`src/alu_result.sv`:
```
// alu result stage
module alu_result #(
  parameter int WORD_WD = 64
) (
  input  logic               i_clk,
  input  logic               i_reset,
  input  logic               i_valid,
  input  logic [WORD_WD-1:0] i_raw_result,
  input  logic               i_word_cut,
  input  logic               i_illegal,
  output logic               o_done,
  output logic [WORD_WD-1:0] o_result,
  output logic               o_illegal
);

  logic [WORD_WD-1:0] result_d;

  // word ops extend bit 31, illegal ones return zero
  assign result_d = i_illegal  ? '0 :
                    i_word_cut ? (WORD_WD)'($signed(i_raw_result[31:0])) :
                    i_raw_result;

  always_ff @(posedge i_clk) begin
    if (i_reset) begin
      o_done    <= 1'b0;
      o_result  <= '0;
      o_illegal <= 1'b0;
    end else begin
      o_done <= i_valid;
      if (i_valid) begin
        o_result  <= result_d;
        o_illegal <= i_illegal;
      end
    end
  end

endmodule

```
`config.mk`:
```
export PLATFORM = sky130hd
export DESIGN_NAME = alu_result
export DESIGN_NICKNAME = d
export VERILOG_FILES = /design/src/alu_result.sv
export SDC_FILE = /design/constraint.sdc
export NUM_CORES = 1
export LEC_CHECK = 0
export CORE_MARGIN = 1
export CORE_UTILIZATION = 51
export DETAILED_ROUTE_END_ITERATION = 16
export DONT_BUFFER_PORTS = 1
export HOLD_SLACK_MARGIN = 0.1
export PLACE_DENSITY = 0.74
export SYNTH_ARGS = -nofsm -noshare
export SYNTH_HDL_FRONTEND = slang
export SYNTH_SLANG_ARGS = --single-unit
export TNS_END_PERCENT = 10
```
`constraint.sdc`:
```
create_clock -name i_clk -period 1.2 [get_ports i_clk]
set_input_delay 0.12 -clock i_clk [delete_from_list [all_inputs] [get_ports i_clk]]
set_output_delay 0.12 -clock i_clk [all_outputs]
set_load 0.05 [all_outputs]
```
==> flow_summary.toml <==
[global_routing]
track_usage_pct = 29.7
grt_pass1_wl_microns = 13800
antenna_found_initial = 0
grt_max_degree = 47
grt_pass1_vias = 2667
grt_overflow = 0

[yosys]
avgSynthCellArea_sq_um = 11.3
seq_area_frac_synth_pct = 45.1
syn_area_sq_um = 2930
ys_warn_count = 0
synth_cells = 260
ys_ff_latch = 66
synth.distinct_cells = 14
syn-num-nets = 329

[finish]
fillers = 278
syn2layout_area_growth_pct = 57.8
fin_nets = 479
final_cells = 486
drive_above_1_share_pct = 30.4
utilization_pct = 83.9
diodes = 0

[setup_path]
crit_path_end_kind = "flop"
arrival_ns = 1.54
rr_startpoint = "o_result[8]"
path_class = "in2reg"
cp_max_fo = 1
required_ns = 1.45
startpoint = "i_raw_result[16]"
reg2regPathDepth = 3
startpoint_type = "input port"

[cts]
cts_setup_buffers = 0
cts_root_buf = "clkbuf_8"
cts_sinks = 66
clk_latency_ns = 0.34
cts_made_buffers = 9
cts_tree = "done"
cts_max_level = 3
cts.path.max_buffers = 2
cts.clk_slew.worst_paths_ns = 0.07

[sta]
finClkSkew_ns = 0
setup_ws_ns = -0.0941
finalCriticalPeriod_ns = 1.29
hold-worst-slack_ns = -0.0273
finalHoldViolations = 22
post-route-period-util_pct = 108
setup_viol = 5
slew-limit-headroom_pct = 68.3
fmax_mhz = 773
rsz0062_at_grt = "true"
worst_pin_slew_ns = 0.475
tns_ns = -0.116
maxSlewViolCount = 0

[route]
wire_per_inst_microns = 18.8
drtIter0Drc = 118
num_vias = 2644
dr.pass1.iters = 7
route.detailed.drc = 0
viasPerCell = 5.44
wl_microns = 9120
drtAntennaViolNets = 0

[floorplan]
io_pins = 135
die_w_microns = 77.8
die_area_sq_um = 6050
initial_core_util_pct = 53.2
core-area_sq_um = 5510
rows = 27
die_h_microns = 77.8

[pwr]
clockPowerShare_pct = 32.6
p_int_uw = 3620
p_sw_uw = 1480
powerDensity_nw_per_um2 = 1100
pwr-share-seq_pct = 46.0
pwr-share-comb_pct = 21.4
power_uw = 5100
p_leak_uw = 0.00186
switching_share_pct = 29.0
vdd_drop_max_v = 0.000755

[outcome]
violations = "hold timing, setup timing"
status = "complete, but fails checks"

[flow_run]
drv_cap = 0

[place]
gp_congestion = 0.711
hpwl_microns = 3920
portBuffers = 0
place_inst = 371

[worst_hold_path]
worstHoldStart = "i_raw_result[31]"
min_path_type = "in2reg"
whs_path_depth = 2
-- synthesized netlist by cell type, drive strengths merged --
master   instances  share of area (%)
dfxtp           66                 45
mux2i           33                 11
a21oi           32                5.5
nand2b          32                6.8
nand3b          32                8.2
o2bb2ai         32                 16
buf             15                4.5
clkbuf          14                1.8
nor2             2               0.26
nor2b            1               0.21
or3b             1               0.30
-- registers in the layout, summed over array words and instances (netlist names) --
name / cells
o_illegal: 1
o_result: 64
o_done: 1
-- per-layer routing --
| layer | share of wire (%) | GRT usage (%) | vias to the layer above |
|---|---|---|---|
| li1 | - | - | 1229 |
| met1 | 40 | 34.8 | 1271 |
| met2 | 52 | 51.5 | 134 |
| met3 | 7.8 | 8.00 | 10 |
| met4 | 1.0 | 10.9 | 0 |
| met5 | 0 | 0 | - |
-- repair_timing --
item	CTS	global route
endpoints found under the hold margin	66	59
endpoints found under the setup margin	0	17
hold buffers	100	1
gates resized for setup	0	16
-- cell usage in the layout (no fill, tap or decap), drive strengths merged, types with 2 or more instances in the layout --
master	synthesis	routed
nand2b	32	32
a21oi	32	32
nand3b	32	32
dlymetal6s4s	0	6
dfxtp	66	66
buf	15	70
clkinv	0	3
clkbuf	14	12
mux2i	33	33
dlygate4sd3	0	92
nor2	2	2
o2bb2ai	32	32
-- cell type report --
class / instances / area (sq um) / share of cell area [%]
sequential: 66 / 1320 / 28.6
clock buffer: 12 / 155 / 3.36
clock inverter: 3 / 15.0 / 0.325
tap: 72 / 90.1 / 1.95
timing repair buffer: 168 / 1570 / 34.0
multi-input combinational: 165 / 1470 / 31.7
-- power by group through the flow --
stage	clock network [uW]	logic, uW	registers, uW
final	1660	1090	2350
after floorplan	0	357	2700
after global placement	0	748	2380
after detailed placement	0	761	2390
after global routing	1800	1130	2350
after CTS	1670	1040	2340
-- worst max-delay path: stages --
cell and delay, ns:
dlygate4sd3_1 0.53, nand3b_1 0.08, dlygate4sd3_1 0.60, a21oi_1 0.22
-- final timing paths --
| path | to | slack, ns |
|---|---|---|
| setup / recovery | o_result[16] | -0.09 |
| hold / removal | o_result[36] | -0.03 |
| setup reg to reg | o_result[8] | 0 |
| hold reg to reg | o_result[38] | 0.47 |
-- kinds of logic after synthesis --
kind of cell | count (synthesis) | synth area share [%]
flip-flops | 66 | 45.1
AND/OR/NAND/NOR | 68 | 15.8
buffers and inverters | 29 | 6.32
multiplexers | 33 | 11.3
AO/OA/AOI/OAI | 64 | 21.5
-- metrics by stage --
stage / cell area (sq um) / hold WS, ns / setup slack, ns
after floorplan: 2930 / 0.283 / 0.155
after global placement: 3380 / 0.192 / 0.131
after detailed placement: 3380 / 0.194 / 0.105
after CTS: 4570 / -0.0322 / 0.0269
after global routing: 4620 / -0.0384 / -0.0765
final: 4620 / -0.0273 / -0.0941
No activity file was read; power rests on OpenSTA's default activity.
