$ cat config.mk
export PLATFORM = sky130hd
export DESIGN_NAME = alu_apb_regs
export DESIGN_NICKNAME = d
export VERILOG_FILES = /design/src/alu_pkg.sv /design/src/alu_apb_regs.sv
export SDC_FILE = /design/constraint.sdc
export NUM_CORES = 1
export LEC_CHECK = 0
export BUFFER_PORTS_ARGS = -buffer_cell sky130_fd_sc_hd__buf_4
export CAP_MARGIN = 20
export CORE_MARGIN = 2
export CORE_UTILIZATION = 51
export DETAILED_ROUTE_END_ITERATION = 12
export PLACE_DENSITY_LB_ADDON = 0.08
export SKIP_CTS_REPAIR_TIMING = 1
export SLEW_MARGIN = 40
export SYNTH_ARGS = -nofsm -noshare
export SYNTH_HDL_FRONTEND = slang
export SYNTH_SLANG_ARGS = --single-unit
$ cat constraint.sdc
create_clock -name i_clk -period 5.1 [get_ports i_clk]
set_input_delay 1.275 -clock i_clk [delete_from_list [all_inputs] [get_ports i_clk]]
set_output_delay 1.275 -clock i_clk [all_outputs]
set_load 0.01 [all_outputs]
$ cat src/alu_pkg.sv
// rv64 alu shared definitions
package alu_pkg;

  typedef logic [63:0] word_t;
  typedef logic [31:0] apb_data_t;
  typedef logic [7:0]  apb_addr_t;
  typedef logic [31:0] instr_t;
  typedef logic [4:0]  alu_op_t;

  // alu operation codes
  localparam alu_op_t ALU_ADD    = 5'b00000;
  localparam alu_op_t ALU_SUB    = 5'b00001;
  localparam alu_op_t ALU_SLT    = 5'b00010;
  localparam alu_op_t ALU_SLTU   = 5'b00011;
  localparam alu_op_t ALU_XOR    = 5'b00100;
  localparam alu_op_t ALU_AND    = 5'b00101;
  localparam alu_op_t ALU_OR     = 5'b00110;
  localparam alu_op_t ALU_SLL    = 5'b00111;
  localparam alu_op_t ALU_SRL    = 5'b01000;
  localparam alu_op_t ALU_SRA    = 5'b01001;
  localparam alu_op_t ALU_MUL    = 5'b01010;
  localparam alu_op_t ALU_DIV    = 5'b01011;
  localparam alu_op_t ALU_DIVU   = 5'b01100;
  localparam alu_op_t ALU_REM    = 5'b01101;
  localparam alu_op_t ALU_REMU   = 5'b01110;
  localparam alu_op_t ALU_COPY   = 5'b01111;
  localparam alu_op_t ALU_MULH   = 5'b11001;
  localparam alu_op_t ALU_MULHSU = 5'b11010;
  localparam alu_op_t ALU_MULHU  = 5'b11011;

  // major opcodes
  localparam logic [6:0] OPC_OP        = 7'b0110011;
  localparam logic [6:0] OPC_OP_IMM    = 7'b0010011;
  localparam logic [6:0] OPC_OP_32     = 7'b0111011;
  localparam logic [6:0] OPC_OP_IMM_32 = 7'b0011011;
  localparam logic [6:0] OPC_LUI       = 7'b0110111;

  // apb register map
  localparam apb_addr_t REG_A_LO   = 8'h00;
  localparam apb_addr_t REG_A_HI   = 8'h04;
  localparam apb_addr_t REG_B_LO   = 8'h08;
  localparam apb_addr_t REG_B_HI   = 8'h0C;
  localparam apb_addr_t REG_INSTR  = 8'h10;
  localparam apb_addr_t REG_STATUS = 8'h14;
  localparam apb_addr_t REG_RES_LO = 8'h18;
  localparam apb_addr_t REG_RES_HI = 8'h1C;

  // status register bits
  localparam int STATUS_BUSY_BIT    = 0;
  localparam int STATUS_DONE_BIT    = 1;
  localparam int STATUS_ILLEGAL_BIT = 2;

endpackage

$ cat src/alu_apb_regs.sv
// alu apb register block
module alu_apb_regs (
  input  logic               i_clk,
  input  logic               i_reset,
  input  logic               i_psel,
  input  logic               i_penable,
  input  logic               i_pwrite,
  input  alu_pkg::apb_addr_t i_paddr,
  input  alu_pkg::apb_data_t i_pwdata,
  output alu_pkg::apb_data_t o_prdata,
  output logic               o_pready,
  output logic               o_pslverr,
  input  logic               i_done,
  input  logic               i_illegal,
  input  alu_pkg::word_t     i_result,
  output logic               o_start,
  output alu_pkg::instr_t    o_instr,
  output alu_pkg::word_t     o_src_a,
  output alu_pkg::word_t     o_src_b
);

  typedef enum logic {
    ST_IDLE,
    ST_BUSY
  } state_t;

  state_t             state_q;
  logic               access;
  logic               wr_en;
  logic               addr_hit;
  logic               instr_hit;
  logic               launch;
  logic               done_q;
  logic               illegal_q;
  alu_pkg::word_t     result_q;
  alu_pkg::apb_data_t status;

  assign access    = i_psel & i_penable;
  assign wr_en     = access & i_pwrite;
  assign instr_hit = wr_en & (i_paddr == alu_pkg::REG_INSTR);
  assign launch    = instr_hit & (state_q == ST_IDLE);

  // no wait states
  assign o_pready  = 1'b1;
  assign o_pslverr = (access & ~addr_hit) | (instr_hit & (state_q == ST_BUSY));

  always_comb begin
    status = '0;
    status[alu_pkg::STATUS_BUSY_BIT]    = (state_q == ST_BUSY);
    status[alu_pkg::STATUS_DONE_BIT]    = done_q;
    status[alu_pkg::STATUS_ILLEGAL_BIT] = illegal_q;
  end

  // read mux and address decode
  always_comb begin
    addr_hit = 1'b1;
    o_prdata = '0;
    case (i_paddr)
      alu_pkg::REG_A_LO:   o_prdata = o_src_a[31:0];
      alu_pkg::REG_A_HI:   o_prdata = o_src_a[63:32];
      alu_pkg::REG_B_LO:   o_prdata = o_src_b[31:0];
      alu_pkg::REG_B_HI:   o_prdata = o_src_b[63:32];
      alu_pkg::REG_INSTR:  o_prdata = o_instr;
      alu_pkg::REG_STATUS: o_prdata = status;
      alu_pkg::REG_RES_LO: o_prdata = result_q[31:0];
      alu_pkg::REG_RES_HI: o_prdata = result_q[63:32];
      default:             addr_hit = 1'b0;
    endcase
  end

  // operand and instruction registers
  always_ff @(posedge i_clk) begin
    if (wr_en) begin
      case (i_paddr)
        alu_pkg::REG_A_LO: o_src_a[31:0]  <= i_pwdata;
        alu_pkg::REG_A_HI: o_src_a[63:32] <= i_pwdata;
        alu_pkg::REG_B_LO: o_src_b[31:0]  <= i_pwdata;
        alu_pkg::REG_B_HI: o_src_b[63:32] <= i_pwdata;
        default: ;
      endcase
    end
    if (launch) begin
      o_instr <= i_pwdata;
    end
  end

  always_ff @(posedge i_clk) begin
    if (i_reset) begin
      state_q   <= ST_IDLE;
      o_start   <= 1'b0;
      done_q    <= 1'b0;
      illegal_q <= 1'b0;
      result_q  <= '0;
    end else begin
      o_start <= launch;
      case (state_q)
        ST_IDLE: if (launch) state_q <= ST_BUSY;
        ST_BUSY: if (i_done) state_q <= ST_IDLE;
        default: state_q <= ST_IDLE;
      endcase
      // done holds until the next launch
      if (launch) begin
        done_q <= 1'b0;
      end else if (i_done) begin
        done_q <= 1'b1;
      end
      if (i_done) begin
        result_q  <= i_result;
        illegal_q <= i_illegal;
      end
    end
  end

endmodule

==> impl_metrics.tcl <==
set metrics [dict create \
    status "finished, final reports clean" \
    finalHoldViolCount 0 \
    ys_ff_latch 228 \
    grtUsageTotal_pct 27.6 \
    pwr-share-clk_pct 42.2 \
    dp.cells 1167 \
    synth_compound_area_share_pct 7.26 \
    postSynthCellCount 663 \
    synth_edf_count 160 \
    setup.worst_path.start "i_paddr[2]" \
    core_area_um2 17800 \
    drive_gt1_share_pct 38.5 \
    leakage_uw 0.00529 \
    rsz0062_at_grt "no" \
    crit_type "primary input to output pin" \
    grt_antenna_before_repair 0 \
    cts_tree "done" \
    dieArea_um2 19100 \
    clkTransAtPathRegs_ps 60 \
    crit_chain "buf_4 > or4_1 > buf_4 > o22ai_1 > a22oi_1 > o21ai_0 > buf_4" \
    place_congestion 0.838 \
    maxCapViolCount 0 \
    cts_root_buf "clkbuf_16" \
    ant_nets 0 \
    final-setup-viol-count 0 \
    drt_iter0_markers 413 \
    synth-simple-area-share_pct 7.14 \
    synthXorXnorAreaFrac_pct 0 \
    crit_arrival_ps 3150 \
    ir_worst_vdd_mv 0.278 \
    clock_latency_ps 500 \
    yosysUniqueCellTypes 43 \
    crit_slowest_cell "or4_1" \
    max_stage_delay_ps 760 \
    netlist_area_um2 9210 \
    seq_power_share_pct 51.2 \
    instances_no_fill 1212 \
    cts-htree-levels 1 \
    critical_path.max_fanout 29 \
    max_slew_margin_pct 46.9 \
    p_comb_share_pct 6.6 \
    power_uw 3960 \
    die_h_um 138 \
    avgSynthCellArea_um2 13.9 \
    drcViolationCount 0 \
    num_io_pins 306 \
    rows 49 \
    synth.area.mux_share_pct 16.0 \
    nets 1076 \
    avgRoutedWirePerCell_um 22.7 \
    path_common_cell "buf_4" \
    insertedDiodeCount 0 \
    routed_wl_mm 27.5 \
    p_sw_uw 823 \
    portBuffers 304 \
    vias_per_cell 5.67 \
    synth_top_family_by_area "multiplexers" \
    cp-end-kind "output pin" \
    period_share_pct 86.8 \
    fillers 1273 \
    seq_area_frac_synth_pct 67.0 \
    tightest_slew_ps 796 \
    hpwl_mm 18.8 \
    synth_fa_ha_area_share_pct 0 \
    cts_sinks 228 \
    powerDensity_nw_per_um2 316 \
    grt_pass1_wl_mm 41.2 \
    layout_commonest_cell "buf_4" \
    first_global_vias 6903 \
    fp.dieW_um 138 \
    slew_viol_final 0 \
    cts-buffers-inserted 24 \
    layout_common_cells "321 x buf_4, 160 x edfxtp_1, 138 x mux2i_1" \
    dr_total_vias 6877 \
    area_delta_synth_final_pct 36.0 \
    max_clock_freq_mhz 226 \
    clk_path_buf_depth 3 \
    r2r_start "state_q" \
    synth-main-ff-cell "edfxtp_1" \
    ys.warnings.count 0 \
    swShare_pct 20.8 \
    clock_skew_ps 4.73 \
    min_period_ps 4430 \
    grt.overflow.total 0 \
    synthesis.nets 774 \
    grt_max_degree 69 \
    cp.required_ps 3830 \
    ys_top_cells_by_area "edfxtp_1 52%, mux2i_1 15%, dfxtp_1 15%, nor2_1 4.3%, a22oi_1 2.0%" \
    start_util_pct 51.6 \
    synth_top_cell_by_area "edfxtp_1" \
    tns_ps 0 \
    hp-start "result_q[3]" \
    synth-async-reset-ratio_pct 0 \
    hold_path.class "flip-flop to flip-flop" \
    p_int_uw 3140 \
    startpoint_type "primary input" \
    first_pass_iters 5 \
    synth_top_area_share_pct 52.2 \
]
-- flip-flops by register name, indices dropped and copies added (netlist names) --
signal     cells
illegal_q      1
o_start        1
state_q        1
o_instr       32
result_q      64
done_q         1
o_src_a       64
o_src_b       64
-- critical path: cells and delay by family --
family	cells	cell delay, ps
AOI/OAI and AO/OA	3	440
and+or+nand+nor	1	760
buffers and inverters	3	660
-- cell type report --
class / instances / area, µm² / area share, %
inverter: 1 / 6.26 / 0.0500
multi-input combinational: 387 / 2860 / 22.8
tap: 229 / 287 / 2.29
clock buffer: 32 / 692 / 5.53
sequential: 228 / 6170 / 49.3
clock inverter: 12 / 81.3 / 0.650
timing repair buffer: 323 / 2430 / 19.4
-- power by group through the flow --
stage                     registers (µW)  clock network, µW  logic (µW)
after floorplan                     2060                  0         140
after global placement              2060                  0         252
after detailed placement            2070                  0         261
after CTS                           2030               1700         262
after global routing                2030               1780         281
final                               2030               1670         262
-- layer usage --
metal	vias up	global-route usage, %	wire length (µm)	share of wire, %
met2	328	46.2	13200	48
met5	-	0	0	0
met3	38	6.23	2380	8.6
met1	3407	37.0	11400	41
li1	3104	-	-	-
met4	0	6.28	551	2.0
-- synth_stat cells (2+ instances only) --
master,number
edfxtp_1,160
mux2i_1,138
nor2_1,105
dfxtp_1,68
a22oi_1,24
buf_2,20
clkbuf_1,15
nand2_1,15
o21ai_0,14
o22ai_1,14
a211o_1,12
o21ai_1,9
a221o_1,6
a22o_1,6
buf_1,6
mux2_2,6
nand4_1,5
a21oi_1,4
buf_4,3
buf_6,3
nand3_1,3
a2bb2oi_1,2
nor3_1,2
o211ai_1,2
or3_1,2
or4b_1,2
-- worst paths after layout --
path	depth (start not counted)	endpoint	slack [ps]
worst max-delay path	7	o_prdata[27]	670
worst min register to register	2	result_q[3]	500
worst min-delay path	2	result_q[3]	500
worst max register to register	3	o_instr[14]	3690
-- per-stage QoR --
step	hold WS, ps	area [µm²]	util [%]	setup WS [ps]
after global placement	464	11700	65.7	669
after floorplan	453	9210	-	1010
final	495	12500	70.2	673
after global routing	516	12500	70.2	585
after detailed placement	480	11700	65.8	690
after CTS	493	12500	70.1	681
-- cell families (layout without fill, tap and decap cells) --
| group | Yosys count | in the layout |
|---|---|---|
| compound gates | 95 | 95 |
| other cells | 1 | 1 |
| buf+inv | 48 | 368 |
| mux | 145 | 145 |
| flops | 228 | 228 |
| simple gates | 146 | 146 |
Power figures use the tool's default switching activity.
