--- src/alu_pkg.sv ---
// rv64 alu shared definitions
package alu_pkg;

  typedef logic [63:0] word_t;
  typedef logic [31:0] apb_data_t;
  typedef logic [7:0]  apb_addr_t;
  typedef logic [31:0] instr_t;
  typedef logic [4:0]  alu_op_t;

  // alu operation codes
  localparam alu_op_t ALU_ADD    = 5'b00000;
  localparam alu_op_t ALU_SUB    = 5'b00001;
  localparam alu_op_t ALU_SLT    = 5'b00010;
  localparam alu_op_t ALU_SLTU   = 5'b00011;
  localparam alu_op_t ALU_XOR    = 5'b00100;
  localparam alu_op_t ALU_AND    = 5'b00101;
  localparam alu_op_t ALU_OR     = 5'b00110;
  localparam alu_op_t ALU_SLL    = 5'b00111;
  localparam alu_op_t ALU_SRL    = 5'b01000;
  localparam alu_op_t ALU_SRA    = 5'b01001;
  localparam alu_op_t ALU_MUL    = 5'b01010;
  localparam alu_op_t ALU_DIV    = 5'b01011;
  localparam alu_op_t ALU_DIVU   = 5'b01100;
  localparam alu_op_t ALU_REM    = 5'b01101;
  localparam alu_op_t ALU_REMU   = 5'b01110;
  localparam alu_op_t ALU_COPY   = 5'b01111;
  localparam alu_op_t ALU_MULH   = 5'b11001;
  localparam alu_op_t ALU_MULHSU = 5'b11010;
  localparam alu_op_t ALU_MULHU  = 5'b11011;

  // major opcodes
  localparam logic [6:0] OPC_OP        = 7'b0110011;
  localparam logic [6:0] OPC_OP_IMM    = 7'b0010011;
  localparam logic [6:0] OPC_OP_32     = 7'b0111011;
  localparam logic [6:0] OPC_OP_IMM_32 = 7'b0011011;
  localparam logic [6:0] OPC_LUI       = 7'b0110111;

  // apb register map
  localparam apb_addr_t REG_A_LO   = 8'h00;
  localparam apb_addr_t REG_A_HI   = 8'h04;
  localparam apb_addr_t REG_B_LO   = 8'h08;
  localparam apb_addr_t REG_B_HI   = 8'h0C;
  localparam apb_addr_t REG_INSTR  = 8'h10;
  localparam apb_addr_t REG_STATUS = 8'h14;
  localparam apb_addr_t REG_RES_LO = 8'h18;
  localparam apb_addr_t REG_RES_HI = 8'h1C;

  // status register bits
  localparam int STATUS_BUSY_BIT    = 0;
  localparam int STATUS_DONE_BIT    = 1;
  localparam int STATUS_ILLEGAL_BIT = 2;

endpackage

--- src/alu_decode.sv ---
// rv64 instruction decoder
module alu_decode (
  input  logic             i_clk,
  input  logic             i_reset,
  input  logic             i_start,
  input  alu_pkg::instr_t  i_instr,
  input  alu_pkg::word_t   i_src_a,
  input  alu_pkg::word_t   i_src_b,
  output logic             o_valid,
  output alu_pkg::alu_op_t o_alu_op,
  output logic             o_word_cut,
  output alu_pkg::word_t   o_src_a,
  output alu_pkg::word_t   o_src_b,
  output logic             o_illegal
);

  logic [6:0]       opcode;
  logic [2:0]       funct3;
  logic [6:0]       funct7;
  alu_pkg::word_t   imm_i;
  alu_pkg::word_t   imm_u;
  alu_pkg::alu_op_t op_d;
  alu_pkg::word_t   src_b_d;
  logic             word_d;
  logic             illegal_d;

  assign opcode = i_instr[6:0];
  assign funct3 = i_instr[14:12];
  assign funct7 = i_instr[31:25];
  assign imm_i  = alu_pkg::word_t'($signed(i_instr[31:20]));
  assign imm_u  = alu_pkg::word_t'($signed({i_instr[31:12], 12'h000}));

  always_comb begin
    op_d      = alu_pkg::ALU_ADD;
    word_d    = 1'b0;
    illegal_d = 1'b0;
    src_b_d   = i_src_b;
    case (opcode)
      alu_pkg::OPC_OP, alu_pkg::OPC_OP_32: begin
        word_d = (opcode == alu_pkg::OPC_OP_32);
        case (funct7)
          7'b0000000: begin
            case (funct3)
              3'd0:    op_d = alu_pkg::ALU_ADD;
              3'd1:    op_d = alu_pkg::ALU_SLL;
              3'd2:    op_d = alu_pkg::ALU_SLT;
              3'd3:    op_d = alu_pkg::ALU_SLTU;
              3'd4:    op_d = alu_pkg::ALU_XOR;
              3'd5:    op_d = alu_pkg::ALU_SRL;
              3'd6:    op_d = alu_pkg::ALU_OR;
              default: op_d = alu_pkg::ALU_AND;
            endcase
            illegal_d = word_d && !(funct3 inside {3'd0, 3'd1, 3'd5});
          end
          7'b0100000: begin
            op_d      = (funct3 == 3'd5) ? alu_pkg::ALU_SRA : alu_pkg::ALU_SUB;
            illegal_d = !(funct3 inside {3'd0, 3'd5});
          end
          7'b0000001: begin
            case (funct3)
              3'd0:    op_d = alu_pkg::ALU_MUL;
              3'd1:    op_d = alu_pkg::ALU_MULH;
              3'd2:    op_d = alu_pkg::ALU_MULHSU;
              3'd3:    op_d = alu_pkg::ALU_MULHU;
              3'd4:    op_d = alu_pkg::ALU_DIV;
              3'd5:    op_d = alu_pkg::ALU_DIVU;
              3'd6:    op_d = alu_pkg::ALU_REM;
              default: op_d = alu_pkg::ALU_REMU;
            endcase
            // no mulh variants in the word forms
            illegal_d = word_d && (funct3 inside {3'd1, 3'd2, 3'd3});
          end
          default: illegal_d = 1'b1;
        endcase
      end
      alu_pkg::OPC_OP_IMM, alu_pkg::OPC_OP_IMM_32: begin
        word_d  = (opcode == alu_pkg::OPC_OP_IMM_32);
        src_b_d = imm_i;
        case (funct3)
          3'd0: op_d = alu_pkg::ALU_ADD;
          3'd1: begin
            op_d      = alu_pkg::ALU_SLL;
            illegal_d = (funct7[6:1] != 6'b000000) || (word_d && funct7[0]);
          end
          3'd2: op_d = alu_pkg::ALU_SLT;
          3'd3: op_d = alu_pkg::ALU_SLTU;
          3'd4: op_d = alu_pkg::ALU_XOR;
          3'd5: begin
            op_d      = funct7[5] ? alu_pkg::ALU_SRA : alu_pkg::ALU_SRL;
            illegal_d = !(funct7[6:1] inside {6'b000000, 6'b010000}) || (word_d && funct7[0]);
          end
          3'd6: op_d = alu_pkg::ALU_OR;
          default: op_d = alu_pkg::ALU_AND;
        endcase
        // only addiw and the shifts exist as word immediates
        if (word_d && !(funct3 inside {3'd0, 3'd1, 3'd5})) begin
          illegal_d = 1'b1;
        end
      end
      alu_pkg::OPC_LUI: begin
        op_d    = alu_pkg::ALU_COPY;
        src_b_d = imm_u;
      end
      default: illegal_d = 1'b1;
    endcase
    if (illegal_d) begin
      op_d   = alu_pkg::ALU_ADD;
      word_d = 1'b0;
    end
  end

  always_ff @(posedge i_clk) begin
    if (i_reset) begin
      o_valid   <= 1'b0;
      o_illegal <= 1'b0;
    end else begin
      o_valid   <= i_start;
      o_illegal <= i_start & illegal_d;
    end
  end

  always_ff @(posedge i_clk) begin
    if (i_start) begin
      o_alu_op   <= op_d;
      o_word_cut <= word_d;
      o_src_a    <= i_src_a;
      o_src_b    <= src_b_d;
    end
  end

endmodule

--- config.mk ---
export PLATFORM = sky130hd
export DESIGN_NAME = alu_decode
export DESIGN_NICKNAME = d
export VERILOG_FILES = /design/src/alu_pkg.sv /design/src/alu_decode.sv
export SDC_FILE = /design/constraint.sdc
export NUM_CORES = 1
export LEC_CHECK = 0
export BUFFER_PORTS_ARGS = -buffer_cell sky130_fd_sc_hd__buf_2
export CAP_MARGIN = 30
export CORE_AREA = 2 2 115 117
export CTS_CLUSTER_SIZE = 16
export DETAILED_ROUTE_END_ITERATION = 10
export DIE_AREA = 0 0 117 119
export GPL_TIMING_DRIVEN = 1
export PLACE_DENSITY = 0.78
export SKIP_LAST_GASP = 1
export SLEW_MARGIN = 10
export SYNTH_ARGS = -nofsm -noshare
export SYNTH_HDL_FRONTEND = slang
export SYNTH_SLANG_ARGS = --single-unit
--- constraint.sdc ---
create_clock -name i_clk -period 3.75 [get_ports i_clk]
set_input_delay 0.5625 -clock i_clk [delete_from_list [all_inputs] [get_ports i_clk]]
set_output_delay 0.5625 -clock i_clk [all_outputs]
set_load 0.02 [all_outputs]
==> parameters.txt <==
Parameter                              Value

Flow run
  Count of max-cap constraint violations ... 0

Routing
  First drt pass iteration count ... 5
  Top metal layer carrying routed signals ... met4
  Met2 Wirelength ... 7926 um
  Vias after detailed routing ... 4,050
  Routed length per instance ... 18.82 um
  Mean number of vias per cell ... 4.982
  WL met1 ... ~5400 um
  Number of remaining DRC errors ... 0
  Residual antenna-violating net count after detailed routing ... 0
  Routed wire length ... roughly 15,000 um
  Number of violations reported at the end of detailed-routing iteration 0 ... 342
  Detailed-routed wire length on met3 ... about 1400 um

CTS
  Num Clock Sinks ... approximately 140
  Maximum number of buffers from clock root to sink ... 2
  Maximum level of the CTS H-tree ... 4
  Number of buffers added for setup after CTS ... 0
  Total of cells resized after clock tree synthesis ... 0
  CTS tree ... yes
  Number of hold buffers added after cts ... 0
  Total clock buffers created by CTS ... 17
  Clock-pin slew reported for the worst setup and hold paths after clock tree synthesis ... 0.06 ns
  Root buffer cell ... sky130_fd_sc_hd__clkbuf_16

Synth
  Async set-reset flop share out of synthesis ... 0
  Synth Register Bits ... 136
  Multiplexer area fraction after synthesis ... 0.003841
  Post-synth cell types ... 42
  Post-synthesis cell area ... approximately 5200 um2
  Post-synth top flop ... sky130_fd_sc_hd__edfxtp_1
  Cell count after synthesis ... 330
  Number of flops mapped to enable cells by yosys ... 134
  Synth warnings ... 0
  Adder and majority gate portion of the synthesized area ... 0.006961
  Simple-gate share of the synthesized area ... 0.09361
  Main combinational cell family by area after synthesis ... simple AND/OR/NAND/NOR gates
  Area fraction in compound gates after synthesis ... 0.08857
  Average instance area after synthesis ... 15.80 um2
  Sequential fraction of the synthesis area ... 0.7796
  Xor and xnor area share after synthesis ... 0.003361
  Nets in the synthesized netlist ... 495

Setup path
  Largest stage delay on the critical path ... ~0.66 ns
  Ordered list of cells on the worst path ... buf_2, nand4b_2, nor2_1, buf_4, and2_1, a221o_1
  Element type at the critical path end ... register
  Arrival time reported for the critical path endpoint ... 2.30 ns
  Data required time of the worst path ... 4.03 ns
  Critical path launch point type ... primary input
  Crit Path Class ... in -> reg
  Critical path fanouts, max ... 20
  Standard cell with the maximum stage delay on the critical path ... sky130_fd_sc_hd__and2_1

Floorplanning
  Initial Util ... 0.4049
  Core ar. ... 12,870 um2
  Overall die area ... 13,920 um2
  Width of the die ... 117 um
  Number of standard-cell rows in the floorplan ... 42
  Count of pins on the block boundary ... 299
  Die Y-Extent ... 119 um

STA
  Setup Total Neg Slack ... 0 ns
  Transition at the pin with the smallest max-transition slack ... 0.8524 ns
  Fmax ... 0.4937 GHz
  Setup-failing EPs final ... 0
  Number of slew-limit violations in the final report ... 0
  Unrepaired setup endpoints after global routing ... false
  Time the final worst path needs with I/O delays and setup ... 2.025 ns
  Hold Fails Final Rpt ... 0
  Final Cycle Share ... 0.5401
  Worst rel slew slack ... 0.4311

Global routing
  First-pass GRT wire length ... between 20,000 and 25,000 um
  GRT overflow ... 0
  Largest net degree at the start of global routing ... 89
  Antenna violations before repair ... 0
  Total global routing track utilization ... 0.2089
  Vias in the first global route ... 3,797

Layout
  # nets final ... 790
  Proportion of layout cells with a drive suffix above 1 ... 0.5228
  Finished Layout Cells ... 813
  Antenna diodes ... 0
  Area overhead of the layout relative to synthesis ... 41.91%
  Area occupied by registers ... 4064 um2
  Area used by multi-input combinational logic ... 1025 um2
  Fill cell instance count of the final layout ... 1,051

Placed design
  Gpl congestion ... 0.9043
  Number of buffers added on ports ... approximately 290
  Placed cells ... about 800
  Detailed-placement wirelength estimate ... 11,300 um

Worst hold path
  Launch instance of the worst min-delay path ... i_reset
  Worst Hold Endpoint ... o_valid$_SDFF_PP0_
  Number of cells traversed by the worst hold path ... 2
  Hold/Removal Path Class ... in -> reg

Power
  Power density of the placed cells ... 528.5 nW/um2
  Standby leakage power ... 3.326 nW
  Worst-case vdd ir drop ... between 0.0002 and 0.00025 V

Outcome
  Outcome ... complete, no violations
==> cell type report <==
class,instances,area share
Sequential cell,136,0.5494
Timing Repair Buffer,297,0.2043
Multi-Input combinational cell,169,0.1385
Clock buffer,19,0.05853
Tap cell,176,0.02977
Clock inverter,12,0.01742
Inverter,4,0.002030
==> synth_stat cells, types with 2 or more instances <==
library cell                number  share of area
sky130_fd_sc_hd__edfxtp_1      134           0.77
sky130_fd_sc_hd__nand2_1        69          0.050
sky130_fd_sc_hd__a221o_1        19          0.036
sky130_fd_sc_hd__a22o_1         11          0.018
sky130_fd_sc_hd__nor2_1         11         0.0079
sky130_fd_sc_hd__clkbuf_1       10         0.0072
sky130_fd_sc_hd__a21oi_1         7         0.0067
sky130_fd_sc_hd__buf_2           7         0.0067
sky130_fd_sc_hd__nor2b_1         6         0.0072
sky130_fd_sc_hd__nor3_1          5         0.0048
sky130_fd_sc_hd__inv_1           4         0.0029
sky130_fd_sc_hd__a31oi_1         3         0.0036
sky130_fd_sc_hd__nand3_1         3         0.0029
sky130_fd_sc_hd__nand4_1         3         0.0036
sky130_fd_sc_hd__o21ai_0         3         0.0029
sky130_fd_sc_hd__a21o_1          2         0.0029
sky130_fd_sc_hd__and2_1          2         0.0024
sky130_fd_sc_hd__buf_4           2         0.0029
sky130_fd_sc_hd__buf_6           2         0.0043
sky130_fd_sc_hd__dfxtp_1         2         0.0077
sky130_fd_sc_hd__ha_1            2         0.0048
sky130_fd_sc_hd__mux2i_1         2         0.0038
sky130_fd_sc_hd__o2111ai_1       2         0.0034
==> placed cells by master (no fill, tap or decap), drive strengths merged, types with 4 or more instances in the layout <==
cell type / netlist / routed
buf: 11 / 297
nor2b: 6 / 6
clkinv: 0 / 5
a22o: 11 / 11
inv: 4 / 5
nor2: 12 / 12
clkbuf: 10 / 19
edfxtp: 134 / 134
a21oi: 7 / 7
nand2: 69 / 69
a221o: 19 / 19
nor3: 6 / 6
clkinvlp: 0 / 4
==> metal layers <==
layer / up-vias / track usage
met2: 213 / 0.3710
met3: 42 / 0.07176
met1: 1942 / 0.2209
met4: 0 / 0.09044
li1: 1853 / -
met5: - / 0
==> metrics by stage <==
| stage | utilization | hold WS [ns] | worst slack, ns | instance area, um2 | power [W] |
|---|---|---|---|---|---|
| global route | 0.5745 | 0.2953 | 1.609 | 7397 | 0.004038 |
| floorplan | - | 0.6416 | 1.793 | 5213 | 0.002102 |
| global placement | 0.5309 | 0.7303 | 1.325 | 6835 | 0.002343 |
| detailed placement | 0.5309 | 0.7331 | 1.321 | 6835 | 0.002358 |
| CTS | 0.5745 | 0.2827 | 1.755 | 7397 | 0.003941 |
| finish | 0.5745 | 0.3021 | 1.725 | 7397 | 0.003909 |
==> worst max path at each step <==
stage	from	to	cells after the start
CTS	i_instr[6]	o_src_b[21]$_DFFE_PP_	6
finish	i_instr[6]	o_src_b[21]$_DFFE_PP_	6
global route	i_instr[2]	o_src_b[53]$_DFFE_PP_	7
global placement	i_instr[6]	o_src_b[25]$_DFFE_PP_	6
detailed placement	i_instr[6]	o_src_b[21]$_DFFE_PP_	6
floorplan	i_instr[2]	o_src_b[24]$_DFFE_PP_	6
==> power by group <==
part	switching [W]	internal, W	leakage, nW
Combinational	0.000317	0.000174	1.74
Sequential	0.0000297	0.00181	1.33
Clock	0.000612	0.000971	0.261
==> kinds of logic (layout without fill, tap and decap cells) <==
| family | Yosys count | after routing |
|---|---|---|
| compound gates | 54 | 54 |
| xor+xnor | 2 | 2 |
| fa+ha+maj | 3 | 3 |
| buf+inv | 25 | 332 |
| flops | 136 | 136 |
| mux | 2 | 2 |
| simple gates | 108 | 108 |
==> sequential cells by signal (all words and copies together), names as in the netlist <==
signal,count
o_alu_op,5
o_src_a,64
o_valid,1
o_word_cut,1
o_src_b,64
o_illegal,1
==> worst max-delay path: cells and delay by family <==
family / cells / cell delay (ns)
and+or+nand+nor: 3 / 1.20
buffers and inverters: 2 / 0.31
AOI/OAI and AO/OA: 1 / 0.22
Note: power is estimated with default switching activity, not from simulation.
